## config.mk

```make
export PLATFORM = sky130hd
export DESIGN_NAME = dc_port_arbiter_flat
export DESIGN_NICKNAME = d
export VERILOG_FILES = /design/src/hw/dcache_conf_pkg.sv /design/src/hw/dcache_types_pkg.sv /design/src/hw/dc_access_if.sv /design/src/hw/dc_port_arbiter.sv /design/src/flat_wrapper.sv
export SDC_FILE = /design/constraint.sdc
export NUM_CORES = 1
export LEC_CHECK = 0
export BUFFER_PORTS_ARGS = -buffer_cell sky130_fd_sc_hd__buf_2
export CORE_AREA = 2 2 211 213
export DETAILED_ROUTE_END_ITERATION = 8
export DIE_AREA = 0 0 213 215
export PLACE_DENSITY = 0.35
export SYNTH_ARGS = -nofsm -noshare
export SYNTH_HDL_FRONTEND = slang
export SYNTH_SLANG_ARGS = --single-unit
```

## constraint.sdc

```tcl
create_clock -name i_clk -period 5.15 [get_ports i_clk]
set_clock_uncertainty 0.15 [all_clocks]
set_input_delay 1.03 -clock i_clk [delete_from_list [all_inputs] [get_ports i_clk]]
set_output_delay 1.03 -clock i_clk [all_outputs]
set_load 0.005 [all_outputs]
```

## src/hw/dcache_conf_pkg.sv

```systemverilog
package dcache_conf_pkg;

  // default bank geometry, overridden through top level parameters
  parameter int DC_WAYS       = 4;
  parameter int DC_SETS       = 64;
  parameter int DC_READ_PORTS = 3;

  // physical address width
  parameter int PADDR_W = 32;

  // line size, 16 bytes per line
  parameter int LINE_W     = 128;
  parameter int LINE_BYTES = LINE_W / 8;

  // byte offset inside a line, lowest address field
  parameter int OFFSET_W = 4;

endpackage

```

## src/hw/dcache_types_pkg.sv

```systemverilog
package dcache_types_pkg;

  // full physical address
  typedef logic [dcache_conf_pkg::PADDR_W-1:0] paddr_t;

  // one cache line of data
  typedef logic [dcache_conf_pkg::LINE_W-1:0] line_t;

  // one enable bit per byte of a line
  typedef logic [dcache_conf_pkg::LINE_BYTES-1:0] line_be_t;

endpackage

```

## src/hw/dc_access_if.sv

```systemverilog
`timescale 1ns/1ps

interface dc_access_if #(
  parameter int READ_PORTS = 3,
  parameter int WAYS       = 4,
  parameter int SETS       = 64
) ();
  import dcache_conf_pkg::*;
  import dcache_types_pkg::*;

  localparam int INDEX_W = $clog2(SETS);
  localparam int WAY_W   = $clog2(WAYS);
  localparam int TAG_W   = PADDR_W - OFFSET_W - INDEX_W;

  // stage 0, array access
  logic               acc_valid;
  logic               acc_wr;
  logic [INDEX_W-1:0] acc_index;
  logic [WAY_W-1:0]   acc_way;
  logic [TAG_W-1:0]   acc_tag;
  line_be_t           acc_be;
  line_t              acc_data;

  // stage 1, per port status
  logic [READ_PORTS-1:0] s1_owner;
  logic [READ_PORTS-1:0] s1_conflict;
  logic [TAG_W-1:0]      s1_tag [READ_PORTS];
  logic                  s1_sel_valid;
  logic [READ_PORTS-1:0] s1_sel_port_owner;
  logic [INDEX_W-1:0]    s1_index;

  modport arb (
    output acc_valid, acc_wr, acc_index, acc_way, acc_tag, acc_be, acc_data,
    output s1_owner, s1_conflict, s1_tag, s1_sel_valid, s1_sel_port_owner, s1_index
  );

  modport array (
    input acc_valid, acc_wr, acc_index, acc_way, acc_tag, acc_be, acc_data,
    input s1_owner, s1_conflict, s1_tag, s1_sel_valid, s1_sel_port_owner, s1_index
  );

endinterface

```

## src/hw/dc_port_arbiter.sv

```systemverilog
`timescale 1ns/1ps

module dc_port_arbiter #(
  parameter int READ_PORTS = 3,
  parameter int SETS       = 64,
  parameter int WAYS       = 4
) (
  input  logic                       i_clk,
  input  logic                       i_reset_n,
  input  logic [READ_PORTS-1:0]      i_rd_valid,
  input  logic [READ_PORTS-1:0]      i_rd_h_pri,
  input  dcache_types_pkg::paddr_t   i_rd_paddr [READ_PORTS],
  input  logic                       i_wr_valid,
  input  logic [$clog2(WAYS)-1:0]    i_wr_way,
  input  dcache_types_pkg::paddr_t   i_wr_paddr,
  input  dcache_types_pkg::line_be_t i_wr_be,
  input  dcache_types_pkg::line_t    i_wr_data,
  dc_access_if.arb                   acc
);
  import dcache_conf_pkg::*;
  import dcache_types_pkg::*;

  localparam int INDEX_W = $clog2(SETS);
  localparam int TAG_W   = PADDR_W - OFFSET_W - INDEX_W;

  logic [READ_PORTS-1:0] w_hpri_req;
  logic [READ_PORTS-1:0] w_hpri_oh;
  logic [READ_PORTS-1:0] w_norm_oh;
  logic [READ_PORTS-1:0] w_sel_oh;
  logic [READ_PORTS-1:0] w_same_index;
  paddr_t                w_sel_paddr;
  paddr_t                w_acc_paddr;

  // lowest set bit, high priority requests first
  assign w_hpri_req = i_rd_valid & i_rd_h_pri;
  assign w_hpri_oh  = w_hpri_req & (~w_hpri_req + 1'b1);
  assign w_norm_oh  = i_rd_valid & (~i_rd_valid + 1'b1);
  assign w_sel_oh   = (|w_hpri_oh) ? w_hpri_oh : w_norm_oh;

  always_comb begin
    w_sel_paddr = '0;
    for (int p = 0; p < READ_PORTS; p++) begin
      w_sel_paddr = w_sel_paddr | ({PADDR_W{w_sel_oh[p]}} & i_rd_paddr[p]);
    end
  end

  // refill write takes the arrays over any read
  assign w_acc_paddr = i_wr_valid ? i_wr_paddr : w_sel_paddr;

  assign acc.acc_valid = i_wr_valid | (|i_rd_valid);
  assign acc.acc_wr    = i_wr_valid;
  assign acc.acc_index = w_acc_paddr[OFFSET_W +: INDEX_W];
  assign acc.acc_tag   = w_acc_paddr[PADDR_W-1 -: TAG_W];
  assign acc.acc_way   = i_wr_way;
  assign acc.acc_be    = i_wr_be;
  assign acc.acc_data  = i_wr_data;

  // ports sharing the selected set ride along on the same lookup
  for (genvar p = 0; p < READ_PORTS; p++) begin : g_same
    assign w_same_index[p] =
      i_rd_paddr[p][OFFSET_W +: INDEX_W] == w_sel_paddr[OFFSET_W +: INDEX_W];
  end

  always_ff @(posedge i_clk, negedge i_reset_n) begin
    if (!i_reset_n) begin
      acc.s1_owner          <= '0;
      acc.s1_conflict       <= '0;
      acc.s1_sel_valid      <= 1'b0;
      acc.s1_sel_port_owner <= '0;
      acc.s1_index          <= '0;
    end else begin
      acc.s1_owner          <= i_rd_valid & (w_sel_oh | w_same_index) & {READ_PORTS{!i_wr_valid}};
      acc.s1_conflict       <= i_rd_valid &
                               ({READ_PORTS{i_wr_valid}} | ~(w_sel_oh | w_same_index));
      acc.s1_sel_valid      <= (|i_rd_valid) & !i_wr_valid;
      acc.s1_sel_port_owner <= w_sel_oh & {READ_PORTS{!i_wr_valid}};
      acc.s1_index          <= w_sel_paddr[OFFSET_W +: INDEX_W];
    end
  end

  // per port tags for the stage 1 compare
  always_ff @(posedge i_clk) begin
    for (int p = 0; p < READ_PORTS; p++) begin
      acc.s1_tag[p] <= i_rd_paddr[p][PADDR_W-1 -: TAG_W];
    end
  end

endmodule

```

## src/flat_wrapper.sv

```systemverilog
// flat-port wrapper written by rule: the top's interface ports become plain ports
module dc_port_arbiter_flat import dcache_conf_pkg::*; import dcache_types_pkg::*;
#(
  parameter int READ_PORTS = 3,
  parameter int SETS       = 64,
  parameter int WAYS       = 4
)
  (i_clk, i_reset_n, i_rd_valid, i_rd_h_pri, i_rd_paddr, i_wr_valid, i_wr_way, i_wr_paddr, i_wr_be, i_wr_data, acc_acc_valid, acc_acc_wr, acc_acc_index, acc_acc_way, acc_acc_tag, acc_acc_be, acc_acc_data, acc_s1_owner, acc_s1_conflict, acc_s1_tag, acc_s1_sel_valid, acc_s1_sel_port_owner, acc_s1_index);
  dc_access_if #(.READ_PORTS(READ_PORTS), .WAYS(WAYS), .SETS(SETS)) acc_i ();
  input  logic i_clk;
  input  logic i_reset_n;
  input  logic [READ_PORTS-1:0] i_rd_valid;
  input  logic [READ_PORTS-1:0] i_rd_h_pri;
  input  dcache_types_pkg::paddr_t i_rd_paddr[READ_PORTS];
  input  logic i_wr_valid;
  input  logic [$clog2(WAYS)-1:0] i_wr_way;
  input  dcache_types_pkg::paddr_t i_wr_paddr;
  input  dcache_types_pkg::line_be_t i_wr_be;
  input  dcache_types_pkg::line_t i_wr_data;
  output wire logic [$bits(acc_i.acc_valid)-1:0] acc_acc_valid;
  output wire logic [$bits(acc_i.acc_wr)-1:0] acc_acc_wr;
  output wire logic [$bits(acc_i.acc_index)-1:0] acc_acc_index;
  output wire logic [$bits(acc_i.acc_way)-1:0] acc_acc_way;
  output wire logic [$bits(acc_i.acc_tag)-1:0] acc_acc_tag;
  output wire logic [$bits(acc_i.acc_be)-1:0] acc_acc_be;
  output wire logic [$bits(acc_i.acc_data)-1:0] acc_acc_data;
  output wire logic [$bits(acc_i.s1_owner)-1:0] acc_s1_owner;
  output wire logic [$bits(acc_i.s1_conflict)-1:0] acc_s1_conflict;
  output wire logic [$bits(acc_i.s1_tag)-1:0] acc_s1_tag;
  output wire logic [$bits(acc_i.s1_sel_valid)-1:0] acc_s1_sel_valid;
  output wire logic [$bits(acc_i.s1_sel_port_owner)-1:0] acc_s1_sel_port_owner;
  output wire logic [$bits(acc_i.s1_index)-1:0] acc_s1_index;
  assign acc_acc_valid = acc_i.acc_valid;
  assign acc_acc_wr = acc_i.acc_wr;
  assign acc_acc_index = acc_i.acc_index;
  assign acc_acc_way = acc_i.acc_way;
  assign acc_acc_tag = acc_i.acc_tag;
  assign acc_acc_be = acc_i.acc_be;
  assign acc_acc_data = acc_i.acc_data;
  assign acc_s1_owner = acc_i.s1_owner;
  assign acc_s1_conflict = acc_i.s1_conflict;
  assign acc_s1_tag = {>>{acc_i.s1_tag}};
  assign acc_s1_sel_valid = acc_i.s1_sel_valid;
  assign acc_s1_sel_port_owner = acc_i.s1_sel_port_owner;
  assign acc_s1_index = acc_i.s1_index;
  dc_port_arbiter #(.READ_PORTS(READ_PORTS), .SETS(SETS), .WAYS(WAYS)) u_core (.i_clk(i_clk), .i_reset_n(i_reset_n), .i_rd_valid(i_rd_valid), .i_rd_h_pri(i_rd_h_pri), .i_rd_paddr(i_rd_paddr), .i_wr_valid(i_wr_valid), .i_wr_way(i_wr_way), .i_wr_paddr(i_wr_paddr), .i_wr_be(i_wr_be), .i_wr_data(i_wr_data), .acc(acc_i));
endmodule
```

==> Implementation_results.wiki, run 1 <==
{| class="wikitable"
! Metric !! Value
|-
| Clock sink count || 82
|-
| Cell repeated most along the worst path || sky130_fd_sc_hd__buf_2
|-
| Number of DRC violations after detailed-routing iteration 0 || 150
|-
| Critical path launch point type || primary input
|-
| Layout overhead on the synthesized area || 26.4%
|-
| Overall routing resource usage || under 10%
|-
| Run status || completed
|-
| Transition time of the tightest slew-check pin || roughly 750 ps
|-
| Peak supply drop || 0.100 mV
|-
| Worst endpoint required time || slightly below 4000 ps
|-
| Vias per inst || 3.17
|-
| Via count of the first global-routing pass || roughly 3500
|-
| Critical path fanouts, max || 24
|-
| Leading cell types by total area after synthesis || sky130_fd_sc_hd__dfxtp_1 31%, sky130_fd_sc_hd__buf_4 26%, sky130_fd_sc_hd__dfrtp_1 9.4%
|-
| Number of max-cap violations || 0
|-
| Mux share of post-synthesis cell area || approximately 2.1%
|-
| Clock tree from TritonCTS || done
|-
| Core region area || 43600 um2
|-
| Global-route wire length before repair || slightly below 30000 um
|-
| Residual DRC count || 0
|-
| Min Clock Period, post-route || just over 4000 ps
|-
| Root Buffer Master || sky130_fd_sc_hd__clkbuf_16
|-
| DP Area || around 5000 um2
|-
| Ordered list of cells on the worst path || buf_2, a21boi_0, o21a_2, buf_12, a22o_1, a211oi_1, a21oi_1, buf_2
|-
| Clk buf depth || 2
|-
| Number of antenna violations at the first check in global routing || 15
|-
| Area fraction in compound gates after synthesis || between 20% and 30%
|-
| Number of instances resized during post-cts repair || 0
|-
| Total internal power || 1240 uW
|-
| Delay contributed by the slowest stage of the critical path || between 300 and 400 ps
|-
| Sw Share || about a quarter
|-
| Type of the worst setup path || in -> out
|-
| Remaining global-route overflow || 0
|-
| Layout cell share with drive strength beyond 1 || about half
|-
| Unrepaired setup endpoints after global routing || no
|-
| Leading register cell type out of synthesis || sky130_fd_sc_hd__dfxtp_1
|-
| Clk network pwr share || between 40% and 50%
|-
| Fin. max-slew vios || 0
|-
| Cell with the most instances after synthesis || sky130_fd_sc_hd__buf_4
|-
| Sw Pwr || 445 uW
|-
| Number of standard cells after synthesis || about 450
|-
| Post-route setup slack || ~1000 ps
|-
| Full die area || about 46000 um2
|-
| Share of Yosys cell area claimed by the top area cell type || just over 30%
|-
| Fraction of the mapped netlist area in adder cells || 0%
|-
| EDFF count, synth || 0
|-
| Half-perimeter wire length after detailed placement || approximately 20000 um
|-
| Maximum number of pins on one net before global-route repair || 33
|-
| Highest clock frequency the design can meet || around 240 MHz
|-
| Die outline width || 213 um
|-
| Gpl congestion || just over 0.7
|-
| Number of placed instances, taps included || between 1000 and 1500
|-
| CTS buffer count || 9
|-
| Detailed-route wire length || around 23000 um
|-
| CP Capture Type || primary output
|-
| Final hold viol count || 0
|-
| Fraction of the yosys area taken by sequential cells || 40.6%
|-
| Die outline height || around 220 um
|-
| Power per Cell Area || around 310 nW/um2
|-
| Yosys warning total || 0
|-
| Setup Buffers After CTS || 0
|-
| Total standard cell area after synthesis || around 4200 um2
|-
| Initial core utilization || 9.72%
|-
| CP max stage cell || sky130_fd_sc_hd__a211oi_1
|-
| # H-tree levels || 3
|-
| Final count of negative-setup-slack endpoints || 0
|-
| Cell variety after synth || 48
|-
| Sequential power share || around 41%
|-
| Synth Area in XOR/XNOR || 0%
|-
| Count of nets after finishing || around 820
|-
| Worst slew margin relative to its limit || between 40% and 50%
|-
| Top-level I/O count || between 500 and 600
|-
| Synthesis-stage register bit count || 82
|-
| Number of cells in the finished layout apart from fillers || 1130
|-
| Clock transition at the registers of the reported paths || 70 ps
|-
| Design Area, Final || around 5400 um2
|-
| Setup slack after placement || 1050 ps
|-
| Synth Net Count || 734
|-
| Share of flip-flops with an asynchronous set or reset after synthesis || between 10% and 20%
|-
| Hold-fix buffers, CTS || 0
|-
| Port Buf Inserts || between 200 and 250
|-
| Simple-gate portion of the synthesized area || 5.22%
|-
| ANT nets after route || 0
|-
| Ranking of synthesized cells by instance count || 147 x sky130_fd_sc_hd__buf_4, 66 x sky130_fd_sc_hd__dfxtp_1, 34 x sky130_fd_sc_hd__inv_1
|-
| First drt pass iteration count || 4
|-
| Data arrival time of the critical path || between 2000 and 3000 ps
|-
| Worst hold-check path type || in -> async
|-
| Largest family of logic cells by synthesized area || buffers and inverters
|-
| Count of vias placed by the detailed router || approximately 3600
|-
| Fraction of the cycle the final worst path needs || around four fifths
|-
| Number of fillers in the final layout || just over 5000
|-
| Leakage power summed over all cells || 0.00247 uW
|-
| Post-Synthesis Mean Instance Area || ~9.4 um2
|-
| Setup_tns || 0 ps
|-
| Fraction of power consumed by combinational cells || 17.0%
|-
| Site row count || 77
|-
| WL per Instance || 20.7 um
|-
| Leading area contributor after synthesis || sky130_fd_sc_hd__dfxtp_1
|}
[logic make-up (layout without fill, tap and decap cells)]
family | Yosys count | after routing
buf+inv | 200 | 286
mux | 8 | 8
other cells | 0 | 1
compound gates | 121 | 121
flops | 82 | 82
simple gates | 40 | 40
[power by group through the flow]
| stage | clock (uW) | combinational [uW] | sequential, uW |
|---|---|---|---|
| finish | 715 | 287 | 683 |
| global route | 775 | 320 | 686 |
| CTS | 759 | 299 | 683 |
| detailed placement | 0 | 298 | 698 |
| global placement | 0 | 302 | 697 |
| floorplan | 0 | 205 | 701 |
[worst max path at each step]
stage / cells after the start / endpoint / slack [ps] / startpoint
floorplan: 8 / acc_acc_tag[10] / 1480 / i_rd_valid[0]
detailed placement: 8 / acc_acc_tag[1] / 1050 / i_rd_valid[0]
global placement: 8 / acc_acc_tag[1] / 1040 / i_rd_valid[0]
global route: 8 / acc_acc_tag[1] / 950 / i_rd_valid[0]
CTS: 8 / acc_acc_tag[1] / 1050 / i_rd_valid[0]
finish: 8 / acc_acc_tag[1] / 1050 / i_rd_valid[0]
[worst max-delay path: cells and delay by family]
kind / cells / cell delay [ps]
AO/OA/AOI/OAI: 5 / 1200
buffers and inverters: 3 / 650
[layout make-up]
class,count,area (um2),area share [%]
Tap cell,592,741,13.8
Multi-Input combinational cell,169,1220,22.7
Antenna cell,1,2.50,0.0466
Timing Repair Buffer,236,1220,22.7
Inverter,34,128,2.38
Sequential cell,82,1720,32.1
Clock buffer,15,330,6.16
Clock inverter,1,8.76,0.163
[flip-flops by register name, summed over array words and instances (netlist names)]
| signal | count |
|---|---|
| u_core.acc.s1_sel_valid | 1 |
| u_core.acc.s1_sel_port_owner | 3 |
| u_core.acc.s1_conflict | 3 |
| u_core.acc.s1_owner | 3 |
| u_core.acc.s1_tag | 66 |
| u_core.acc.s1_index | 6 |
[placed cells by master (no fill, tap or decap), types with 5 or more instances in the layout]
master / instances
sky130_fd_sc_hd__a211oi_1: 22
sky130_fd_sc_hd__a21oi_1: 29
sky130_fd_sc_hd__a22o_1: 22
sky130_fd_sc_hd__a22oi_1: 8
sky130_fd_sc_hd__buf_2: 232
sky130_fd_sc_hd__clkbuf_16: 11
sky130_fd_sc_hd__dfrtp_1: 16
sky130_fd_sc_hd__dfxtp_1: 66
sky130_fd_sc_hd__inv_1: 34
sky130_fd_sc_hd__mux2_2: 6
sky130_fd_sc_hd__nand2_1: 12
sky130_fd_sc_hd__nand4_1: 5
sky130_fd_sc_hd__nor2_1: 6
sky130_fd_sc_hd__o211ai_1: 5
[per-layer routing]
layer	track usage, %	part of all wire (%)
met2	18.5	52
met3	6.53	16
met4	5.73	4.9
met5	0.108	0.27
met1	7.00	27
[per-stage QoR]
stage	power, uW	util, %	hold WS, ps
floorplan	905	-	584
global placement	998	11.5	875
detailed placement	996	11.5	878
CTS	1740	12.3	464
global route	1780	12.3	482
finish	1690	12.3	463
Note: power is estimated with default switching activity, not from simulation.
==> run 2, diff against run 1 <==
--- a/config.mk
+++ b/config.mk
@@ -5,11 +5,12 @@
 export SDC_FILE = /design/constraint.sdc
 export NUM_CORES = 1
 export LEC_CHECK = 0
+export ABC_AREA = 1
 export BUFFER_PORTS_ARGS = -buffer_cell sky130_fd_sc_hd__buf_2
-export CORE_AREA = 2 2 211 213
+export CORE_AREA = 2 2 208 210
 export DETAILED_ROUTE_END_ITERATION = 8
-export DIE_AREA = 0 0 213 215
-export PLACE_DENSITY = 0.35
+export DIE_AREA = 0 0 210 212
+export PLACE_DENSITY = 0.36
 export SYNTH_ARGS = -nofsm -noshare
 export SYNTH_HDL_FRONTEND = slang
 export SYNTH_SLANG_ARGS = --single-unit
==> constraint.sdc (replaced) <==
create_clock -name i_clk -period 3.5 [get_ports i_clk]
set_clock_uncertainty 0.15 [all_clocks]
set_input_delay 0.7 -clock i_clk [delete_from_list [all_inputs] [get_ports i_clk]]
set_output_delay 0.7 -clock i_clk [all_outputs]
set_load 0.005 [all_outputs]
==> Implementation_results.wiki, run 2 <==
{| class="wikitable"
! Metric !! Value
|-
| Yosys warning total || 0 (unchanged)
|-
| Residual DRC count || 0 (unchanged)
|-
| Core region area || 42500 um2 (-2.6%)
|-
| Synthesis-stage register bit count || 82 (unchanged)
|-
| Total internal power || 1740 uW (+40%)
|-
| Final count of negative-setup-slack endpoints || 0 (unchanged)
|-
| Share of Yosys cell area claimed by the top area cell type || 31.5% (+0.34 points)
|-
| Number of inserted diodes || 0 (-1)
|-
| Final hold slack || 167 ps (-296 ps)
|-
| Die outline width || 210 um (-1.4%)
|-
| Power consumption || 2410 uW (+43%)
|-
| Clock transition at the registers of the reported paths || 70 ps (about the same)
|-
| Sequential power share || 41.6% (+1.1 points)
|-
| Most common cell after layout, fill and taps aside || sky130_fd_sc_hd__buf_2
|-
| Type of the worst setup path || in -> out
|-
| First drt pass iteration count || 4 (unchanged)
|-
| Flip-flop count of the largest register, all copies and words added || 66 (unchanged)
|-
| Layout overhead on the synthesized area || 25.7%
|-
| Port Buf Inserts || 232 (unchanged)
|-
| Leading cell types by total area after synthesis || sky130_fd_sc_hd__dfxtp_1 31%, sky130_fd_sc_hd__buf_4 27%, sky130_fd_sc_hd__nand2_1 11%
|-
| Initial core utilization || 9.88% (+0.15 points)
|-
| Setup_tns || 0 ps (unchanged)
|-
| Register with the most flip-flops || u_core.acc.s1_tag
|-
| Count of vias placed by the detailed router || 3687 (+2.8%)
|-
| Sw Share || 27.7% (+1.3 points)
|-
| Global-route wire length before repair || 32200 um (+8.9%)
|-
| Clock tree from TritonCTS || done
|-
| Peak supply drop || 0.162 mV (+62%)
|-
| Cell with the most instances after synthesis || sky130_fd_sc_hd__buf_4
|-
| Critical path fanouts, max || 10 (-58%)
|-
| Post-Synthesis Mean Instance Area || 8.21 um2 (-13%)
|-
| Leading area contributor after synthesis || sky130_fd_sc_hd__dfxtp_1
|-
| Number of DRC violations after detailed-routing iteration 0 || 109 (-27%)
|-
| Worst endpoint required time || 2650 ps (-1320 ps)
|-
| Fraction of the cycle the final worst path needs || 87.8%
|-
| Setup Buffers After CTS || 0 (unchanged)
|-
| Layout cell share with drive strength beyond 1 || 46.3% (-3.2 points)
|-
| Critical path launch point type || primary input
|-
| Fin. max-slew vios || 0 (unchanged)
|-
| Clk network pwr share || 40.9% (-1.5 points)
|-
| Final hold viol count || 0 (unchanged)
|-
| Maximum number of pins on one net before global-route repair || 26 (-21%)
|-
| Leading register cell type out of synthesis || sky130_fd_sc_hd__dfxtp_1
|-
| Leakage power summed over all cells || 0.00260 uW (+5.4%)
|-
| Count of nets after finishing || 892 (+9.4%)
|-
| Remaining global-route overflow || 0 (unchanged)
|-
| Power per Cell Area || 456 nW/um2 (+45%)
|-
| # H-tree levels || 3 (unchanged)
|-
| Fraction of power consumed by combinational cells || 17.5% (+0.5 points)
|-
| Via count of the first global-routing pass || 3583 (+1.2%)
|-
| Number of instances resized during post-cts repair || 0 (unchanged)
|-
| Worst hold-check path type || in -> async
|-
| WL per Instance || 21.9 um (+5.5%)
|-
| Top Registers || u_core.acc.s1_tag: 66 flops, u_core.acc.s1_index: 6 flops
|-
| Highest clock frequency the design can meet || ~330 MHz
|-
| Mux share of post-synthesis cell area || 0% (-2.1 points)
|-
| EDFF count, synth || 0 (unchanged)
|-
| Full die area || 44500 um2 (-2.8%)
|-
| CTS buffer count || 9 (unchanged)
|-
| Synth Area in XOR/XNOR || 0% (unchanged)
|-
| Post-route setup slack || 426 ps (-622 ps)
|-
| Final cell utilization of the core || 12.4% (+0.11 points)
|-
| Area occupied by registers || 1720 um2 (unchanged)
|-
| Half-perimeter wire length after detailed placement || 22400 um (+12%)
|-
| Fraction of the yosys area taken by sequential cells || 41.0% (+0.45 points)
|-
| Area fraction in compound gates after synthesis || 3.40% (-18 points)
|-
| Die outline height || 212 um (-1.4%)
|-
| Leading cell types in the layout, fill and taps excluded || 232 x sky130_fd_sc_hd__buf_2, 128 x sky130_fd_sc_hd__nand2_1, 66 x sky130_fd_sc_hd__dfxtp_1
|-
| CP Capture Type || primary output
|-
| Ranking of synthesized cells by instance count || 149 x sky130_fd_sc_hd__buf_4, 128 x sky130_fd_sc_hd__nand2_1, 66 x sky130_fd_sc_hd__dfxtp_1
|-
| Transition time of the tightest slew-check pin || 534 ps (-218 ps)
|-
| Synth Net Count || 794 (+8.2%)
|-
| Sw Pwr || 668 uW (+50%)
|-
| Unrepaired setup endpoints after global routing || no
|-
| Fraction of the mapped netlist area in adder cells || 0% (unchanged)
|-
| Detailed-route wire length || 25400 um (+8.2%)
|-
| ANT nets after route || 0 (unchanged)
|-
| Cell variety after synth || 27 (-44%)
|-
| Data arrival time of the critical path || 2220 ps (-700 ps)
|-
| Largest family of logic cells by synthesized area || buffers and inverters
|-
| Overall routing resource usage || 11.0% (+1.2 points)
|-
| Simple-gate portion of the synthesized area || 25.0% (+20 points)
|-
| Clk buf depth || 2 (unchanged)
|-
| Number of fillers in the final layout || 4923 (-2.6%)
|-
| Number of antenna violations at the first check in global routing || 8 (-7)
|-
| Run status || completed
|-
| Min Clock Period, post-route || between 3000 and 4000 ps
|-
| Number of standard cells after synthesis || 511 (+13%)
|-
| Clock sink count || 82 (unchanged)
|-
| Number of max-cap violations || 0 (unchanged)
|-
| Vias per inst || 3.18 (+0.22%)
|-
| Multi-input gate area in the final layout || 1190 um2 (-2.1%)
|-
| Hold-fix buffers, CTS || 0 (unchanged)
|-
| Setup slack after placement || 330 ps (-719 ps)
|-
| Top-level I/O count || 541 (unchanged)
|-
| Worst slew margin relative to its limit || 64.4% (+15 points)
|-
| Root Buffer Master || sky130_fd_sc_hd__clkbuf_16
|-
| Gpl congestion || 0.733 (+3.8%)
|-
| Site row count || 76 (-1.3%)
|-
| Total standard cell area after synthesis || 4200 um2 (-1.1%)
|-
| Share of flip-flops with an asynchronous set or reset after synthesis || 19.5% (unchanged)
|}
run 2: cell types whose count changed after synthesis, moves of 7 or more:
cell,delta
sky130_fd_sc_hd__nand2_1,+116
sky130_fd_sc_hd__a21oi_1,-27
sky130_fd_sc_hd__nand3_1,+27
sky130_fd_sc_hd__a211oi_1,-22
sky130_fd_sc_hd__a22o_1,-22
sky130_fd_sc_hd__nand4_1,+19
sky130_fd_sc_hd__nor2_1,+16
sky130_fd_sc_hd__inv_1,-8
sky130_fd_sc_hd__clkbuf_1,-7
run 2: per-stage QoR:
step	cell area, um2	cells
after CTS	5280	1159
after detailed placement	4980	1144
after global placement	4980	1144
after global routing	5280	1159
final	5280	1159
after floorplan	4200	511
run 2: cells by family after synthesis:
logic type	count (synthesis)
buffers and inverters	188
AND/OR/NAND/NOR	222
AO/OA/AOI/OAI	19
flip-flops	82
run 2: area by class of cell:
class	count	share of cell area, %
Clock buffer	11	4.60
Clock inverter	4	0.949
Inverter	30	2.13
Multi-Input combinational cell	241	22.6
Sequential cell	82	32.6
Tap cell	546	13.0
Timing Repair Buffer	245	24.1
run 2: worst max-delay path, cell delays in order:
cell	delay, ps
sky130_fd_sc_hd__buf_2	130
sky130_fd_sc_hd__nand2_2	180
sky130_fd_sc_hd__nand2_1	90
sky130_fd_sc_hd__inv_2	140
sky130_fd_sc_hd__nand2_1	130
sky130_fd_sc_hd__nor2_4	300
sky130_fd_sc_hd__buf_4	260
sky130_fd_sc_hd__nand2_1	60
sky130_fd_sc_hd__nand4_1	100
sky130_fd_sc_hd__buf_2	120
run 2: how the worst max path moves through the flow:
| stage | depth (start not counted) | to | start |
|---|---|---|---|
| after floorplan | 7 | acc_acc_tag[11] | i_wr_valid |
| after global placement | 9 | acc_acc_tag[4] | i_rd_valid[0] |
| final | 10 | acc_acc_tag[13] | i_rd_valid[0] |
| after detailed placement | 10 | acc_acc_tag[13] | i_rd_valid[0] |
| after global routing | 10 | acc_acc_tag[4] | i_rd_valid[0] |
| after CTS | 10 | acc_acc_tag[13] | i_rd_valid[0] |
run 2: metal layers:
metal / wire length (um) / track usage (%)
met2: 13400 / 20.7
met5: 49 / 0
met4: 865 / 4.92
met3: 5000 / 9.84
met1: 6070 / 7.17
run 2: power groups by stage:
stage / Combinational [uW] / Clock, uW / Sequential (uW)
after floorplan: 297 / 0 / 1030
after global placement: 439 / 0 / 1020
after detailed placement: 437 / 0 / 1020
after CTS: 438 / 1030 / 1000
after global routing: 476 / 1060 / 1010
final: 421 / 983 / 1000
==> run 3, diff against run 2 <==
==> constraint.sdc (replaced) <==
create_clock -name i_clk -period 3.5 [get_ports i_clk]
set_clock_uncertainty 0.15 [all_clocks]
set_input_delay 0.35 -clock i_clk [delete_from_list [all_inputs] [get_ports i_clk]]
set_output_delay 0.35 -clock i_clk [all_outputs]
set_load 0.005 [all_outputs]
==> Implementation_results.wiki, run 3 (synthesis results as in run 2) <==
{| class="wikitable"
! Metric !! Value
|-
| Run status || completed
|-
| Maximum number of pins on one net before global-route repair || 21 (-19%)
|-
| Final count of negative-setup-slack endpoints || 0 (unchanged)
|-
| Met1 Resource Use GR || 7.08% (-0.087 points)
|-
| Unrepaired setup endpoints after global routing || no
|-
| ANT nets after route || 0 (unchanged)
|-
| First drt pass iteration count || 4 (unchanged)
|-
| GR met2 Demand/Resource || 21.1% (+0.39 points)
|-
| Flip-flop count of the largest register, all copies and words added || 66 (unchanged)
|-
| Root Buffer Master || sky130_fd_sc_hd__clkbuf_16
|-
| # H-tree levels || 3 (unchanged)
|-
| Site row count || 76 (unchanged)
|-
| Via count of the first global-routing pass || 3806 (+6.2%)
|-
| Leakage power summed over all cells || 0.00284 uW (+9.3%)
|-
| Cell repeated most along the worst path || sky130_fd_sc_hd__nand2_1
|-
| Layout cell share with drive strength beyond 1 || 41.2% (-5.2 points)
|-
| Design Area, Final || 5880 um2 (+12%)
|-
| Sw Pwr || 667 uW (about the same)
|-
| Ordered list of cells on the worst path || buf_2, nor2_2, nand2_1, nand2_1, nand2_1, nor2_4, a22oi_1, nand3_1, buf_2
|-
| Worst slew margin relative to its limit || 61.5% (-2.9 points)
|-
| Met3 demand-to-capacity share in global routing || 9.81% (-0.030 points)
|-
| Top-level I/O count || 541 (unchanged)
|-
| Number of DRC violations after detailed-routing iteration 0 || 148 (+36%)
|-
| Leading cell types in the layout, fill and taps excluded || 232 x sky130_fd_sc_hd__buf_2, 128 x sky130_fd_sc_hd__nand2_1, 67 x sky130_fd_sc_hd__dlygate4sd3_1
|-
| Initial core utilization || 9.88% (unchanged)
|-
| Transition time of the tightest slew-check pin || 576 ps (+41.6 ps)
|-
| Vias per inst || 3.25 (+2.0%)
|-
| Min Clock Period, post-route || 2650 ps (-423 ps)
|-
| Gpl congestion || 0.740 (+1.0%)
|-
| Overall routing resource usage || 11.0% (+0.018 points)
|-
| CP max stage cell || sky130_fd_sc_hd__nor2_4
|-
| GRT busiest layer || met2
|-
| Sequential power share || 41.1% (-0.5 points)
|-
| Post-route setup slack || 848 ps (+423 ps)
|-
| Die outline width || 210 um (unchanged)
|-
| CTS buffer count || 9 (unchanged)
|-
| Full die area || 44500 um2 (unchanged)
|-
| Core region area || 42500 um2 (unchanged)
|-
| Final cell utilization of the core || 13.8% (+1.4 points)
|-
| Detailed-route wire length || 25700 um (+1.5%)
|-
| Layout overhead on the synthesized area || 40.1%
|-
| Clk network pwr share || 39.6% (-1.3 points)
|-
| CP Capture Type || primary output
|-
| Half-perimeter wire length after detailed placement || 22000 um (-1.9%)
|-
| Clock transition at the registers of the reported paths || 60 ps (about the same)
|-
| Crit path from || i_rd_valid[1]
|-
| Critical path launch point type || primary input
|-
| Global-route wire length before repair || 32600 um (+1.3%)
|-
| Setup slack after placement || 748 ps (+418 ps)
|-
| Delay contributed by the slowest stage of the critical path || 500 ps (+200 ps)
|-
| Fraction of power consumed by combinational cells || 19.3% (+1.8 points)
|-
| Fraction of the cycle the final worst path needs || 75.8% (-12 points)
|-
| Total internal power || 1770 uW (+1.8%)
|-
| Peak supply drop || 0.166 mV (+2.2%)
|-
| Highest clock frequency the design can meet || 377 MHz (+16%)
|-
| Worst endpoint required time || 3000 ps (+350 ps)
|-
| Setup_tns || 0 ps (unchanged)
|-
| WL per Instance || 21.1 um (-3.6%)
|-
| Clk buf depth || 2 (unchanged)
|-
| Type of the worst setup path || in -> out
|-
| DP Area || 4910 um2 (-1.5%)
|-
| Register with the most flip-flops || u_core.acc.s1_tag
|-
| Count of vias placed by the detailed router || 3960 (+7.4%)
|-
| Remaining global-route overflow || 0 (unchanged)
|-
| Number of max-cap violations || 0 (unchanged)
|-
| Worst hold-check path type || in -> reg
|-
| Number of antenna violations at the first check in global routing || 9 (+1)
|-
| Clock sink count || 82 (unchanged)
|-
| Count of nets after finishing || 951 (+6.6%)
|-
| Residual DRC count || 0 (unchanged)
|-
| Power consumption || 2440 uW (+1.3%)
|-
| Critical path fanouts, max || 17 (+7)
|-
| Setup Buffers After CTS || 0 (unchanged)
|-
| Top Registers || u_core.acc.s1_tag: 66 flops, u_core.acc.s1_index: 6 flops
|-
| Clock tree from TritonCTS || done
|-
| Timing endpoint of the critical path || acc_acc_tag[17]
|-
| Final hold viol count || 0 (unchanged)
|-
| Port Buf Inserts || 232 (unchanged)
|-
| Power per Cell Area || 414 nW/um2 (-9.2%)
|-
| Fin. max-slew vios || 0 (unchanged)
|-
| Sw Share || 27.4% (-0.36 points)
|-
| Number of fillers in the final layout || 4859 (-1.3%)
|-
| Most common cell after layout, fill and taps aside || sky130_fd_sc_hd__buf_2
|-
| Die outline height || 212 um (unchanged)
|-
| Data arrival time of the critical path || 2150 ps (-70 ps)
|}
==> run 3: changes by cell type in the layout (fill, tap and decap cells not counted) <==
| cell | delta |
|---|---|
| sky130_fd_sc_hd__inv_4 | -1 |
| sky130_fd_sc_hd__clkbuf_8 | +1 |
| sky130_fd_sc_hd__buf_12 | -1 |
| sky130_fd_sc_hd__clkinv_2 | +1 |
| sky130_fd_sc_hd__diode_2 | +1 |
| sky130_fd_sc_hd__clkbuf_16 | +1 |
| sky130_fd_sc_hd__dlygate4sd3_1 | +67 |
| sky130_fd_sc_hd__buf_4 | -7 |
| sky130_fd_sc_hd__bufinv_16 | -1 |
==> run 3: final cells by class <==
class / count / area, um2 / share of cell area (%)
timing repair buffer: 304 / 1870 / 31.8
tap: 546 / 683 / 11.6
multi-input combinational: 241 / 1190 / 20.3
clock inverter: 3 / 18.8 / 0.319
antenna: 1 / 2.50 / 0.0425
sequential: 82 / 1720 / 29.3
inverter: 30 / 113 / 1.91
clock buffer: 13 / 282 / 4.79
==> run 3: per-layer routing <==
layer | share of wire (%) | wire (um) | vias to the layer above
met5 | 0.16 | 40 | -
met4 | 3.2 | 835 | 6
met3 | 19 | 4910 | 74
li1 | - | - | 1801
met2 | 53 | 13700 | 357
met1 | 24 | 6250 | 1722
==> run 3: worst min path at each step <==
stage / start / end / slack [ps] / cells after the start
final: i_rd_valid[1] / u_core.acc.s1_owner[1] / 150 / 3
after global routing: i_rd_paddr[70] / u_core.acc.s1_index[2] / 160 / 3
after CTS: i_rd_valid[1] / u_core.acc.s1_owner[1] / 120 / 3
after detailed placement: i_reset_n / u_core.acc.s1_index[0] / 240 / 1
after global placement: i_reset_n / u_core.acc.s1_index[0] / 240 / 1
after floorplan: i_reset_n / u_core.acc.s1_conflict[0] / -100 / 0
==> run 3: timing repair <==
item	in CTS	in global routing
hold buffers	67	0
resized for setup	0	0
hold endpoints to repair	82	0
==> run 3: power groups by stage <==
stage,combinational [uW],clock (uW),sequential [uW]
after floorplan,297,0,1030
final,471,966,1000
after CTS,482,1030,1000
after global placement,423,0,1020
after detailed placement,422,0,1020
after global routing,523,1060,1010
==> run 3: worst max-delay path, delay by kind of cell <==
family / cells / cell delay [ps]
buf+inv: 2 / 240
compound gates: 1 / 250
simple gates: 6 / 1300
==> run 3: metrics by stage <==
step	instances	hold slack [ps]
after CTS	1219	116
after global routing	1220	156
after global placement	1136	242
after detailed placement	1136	242
after floorplan	511	-95.6
final	1220	146
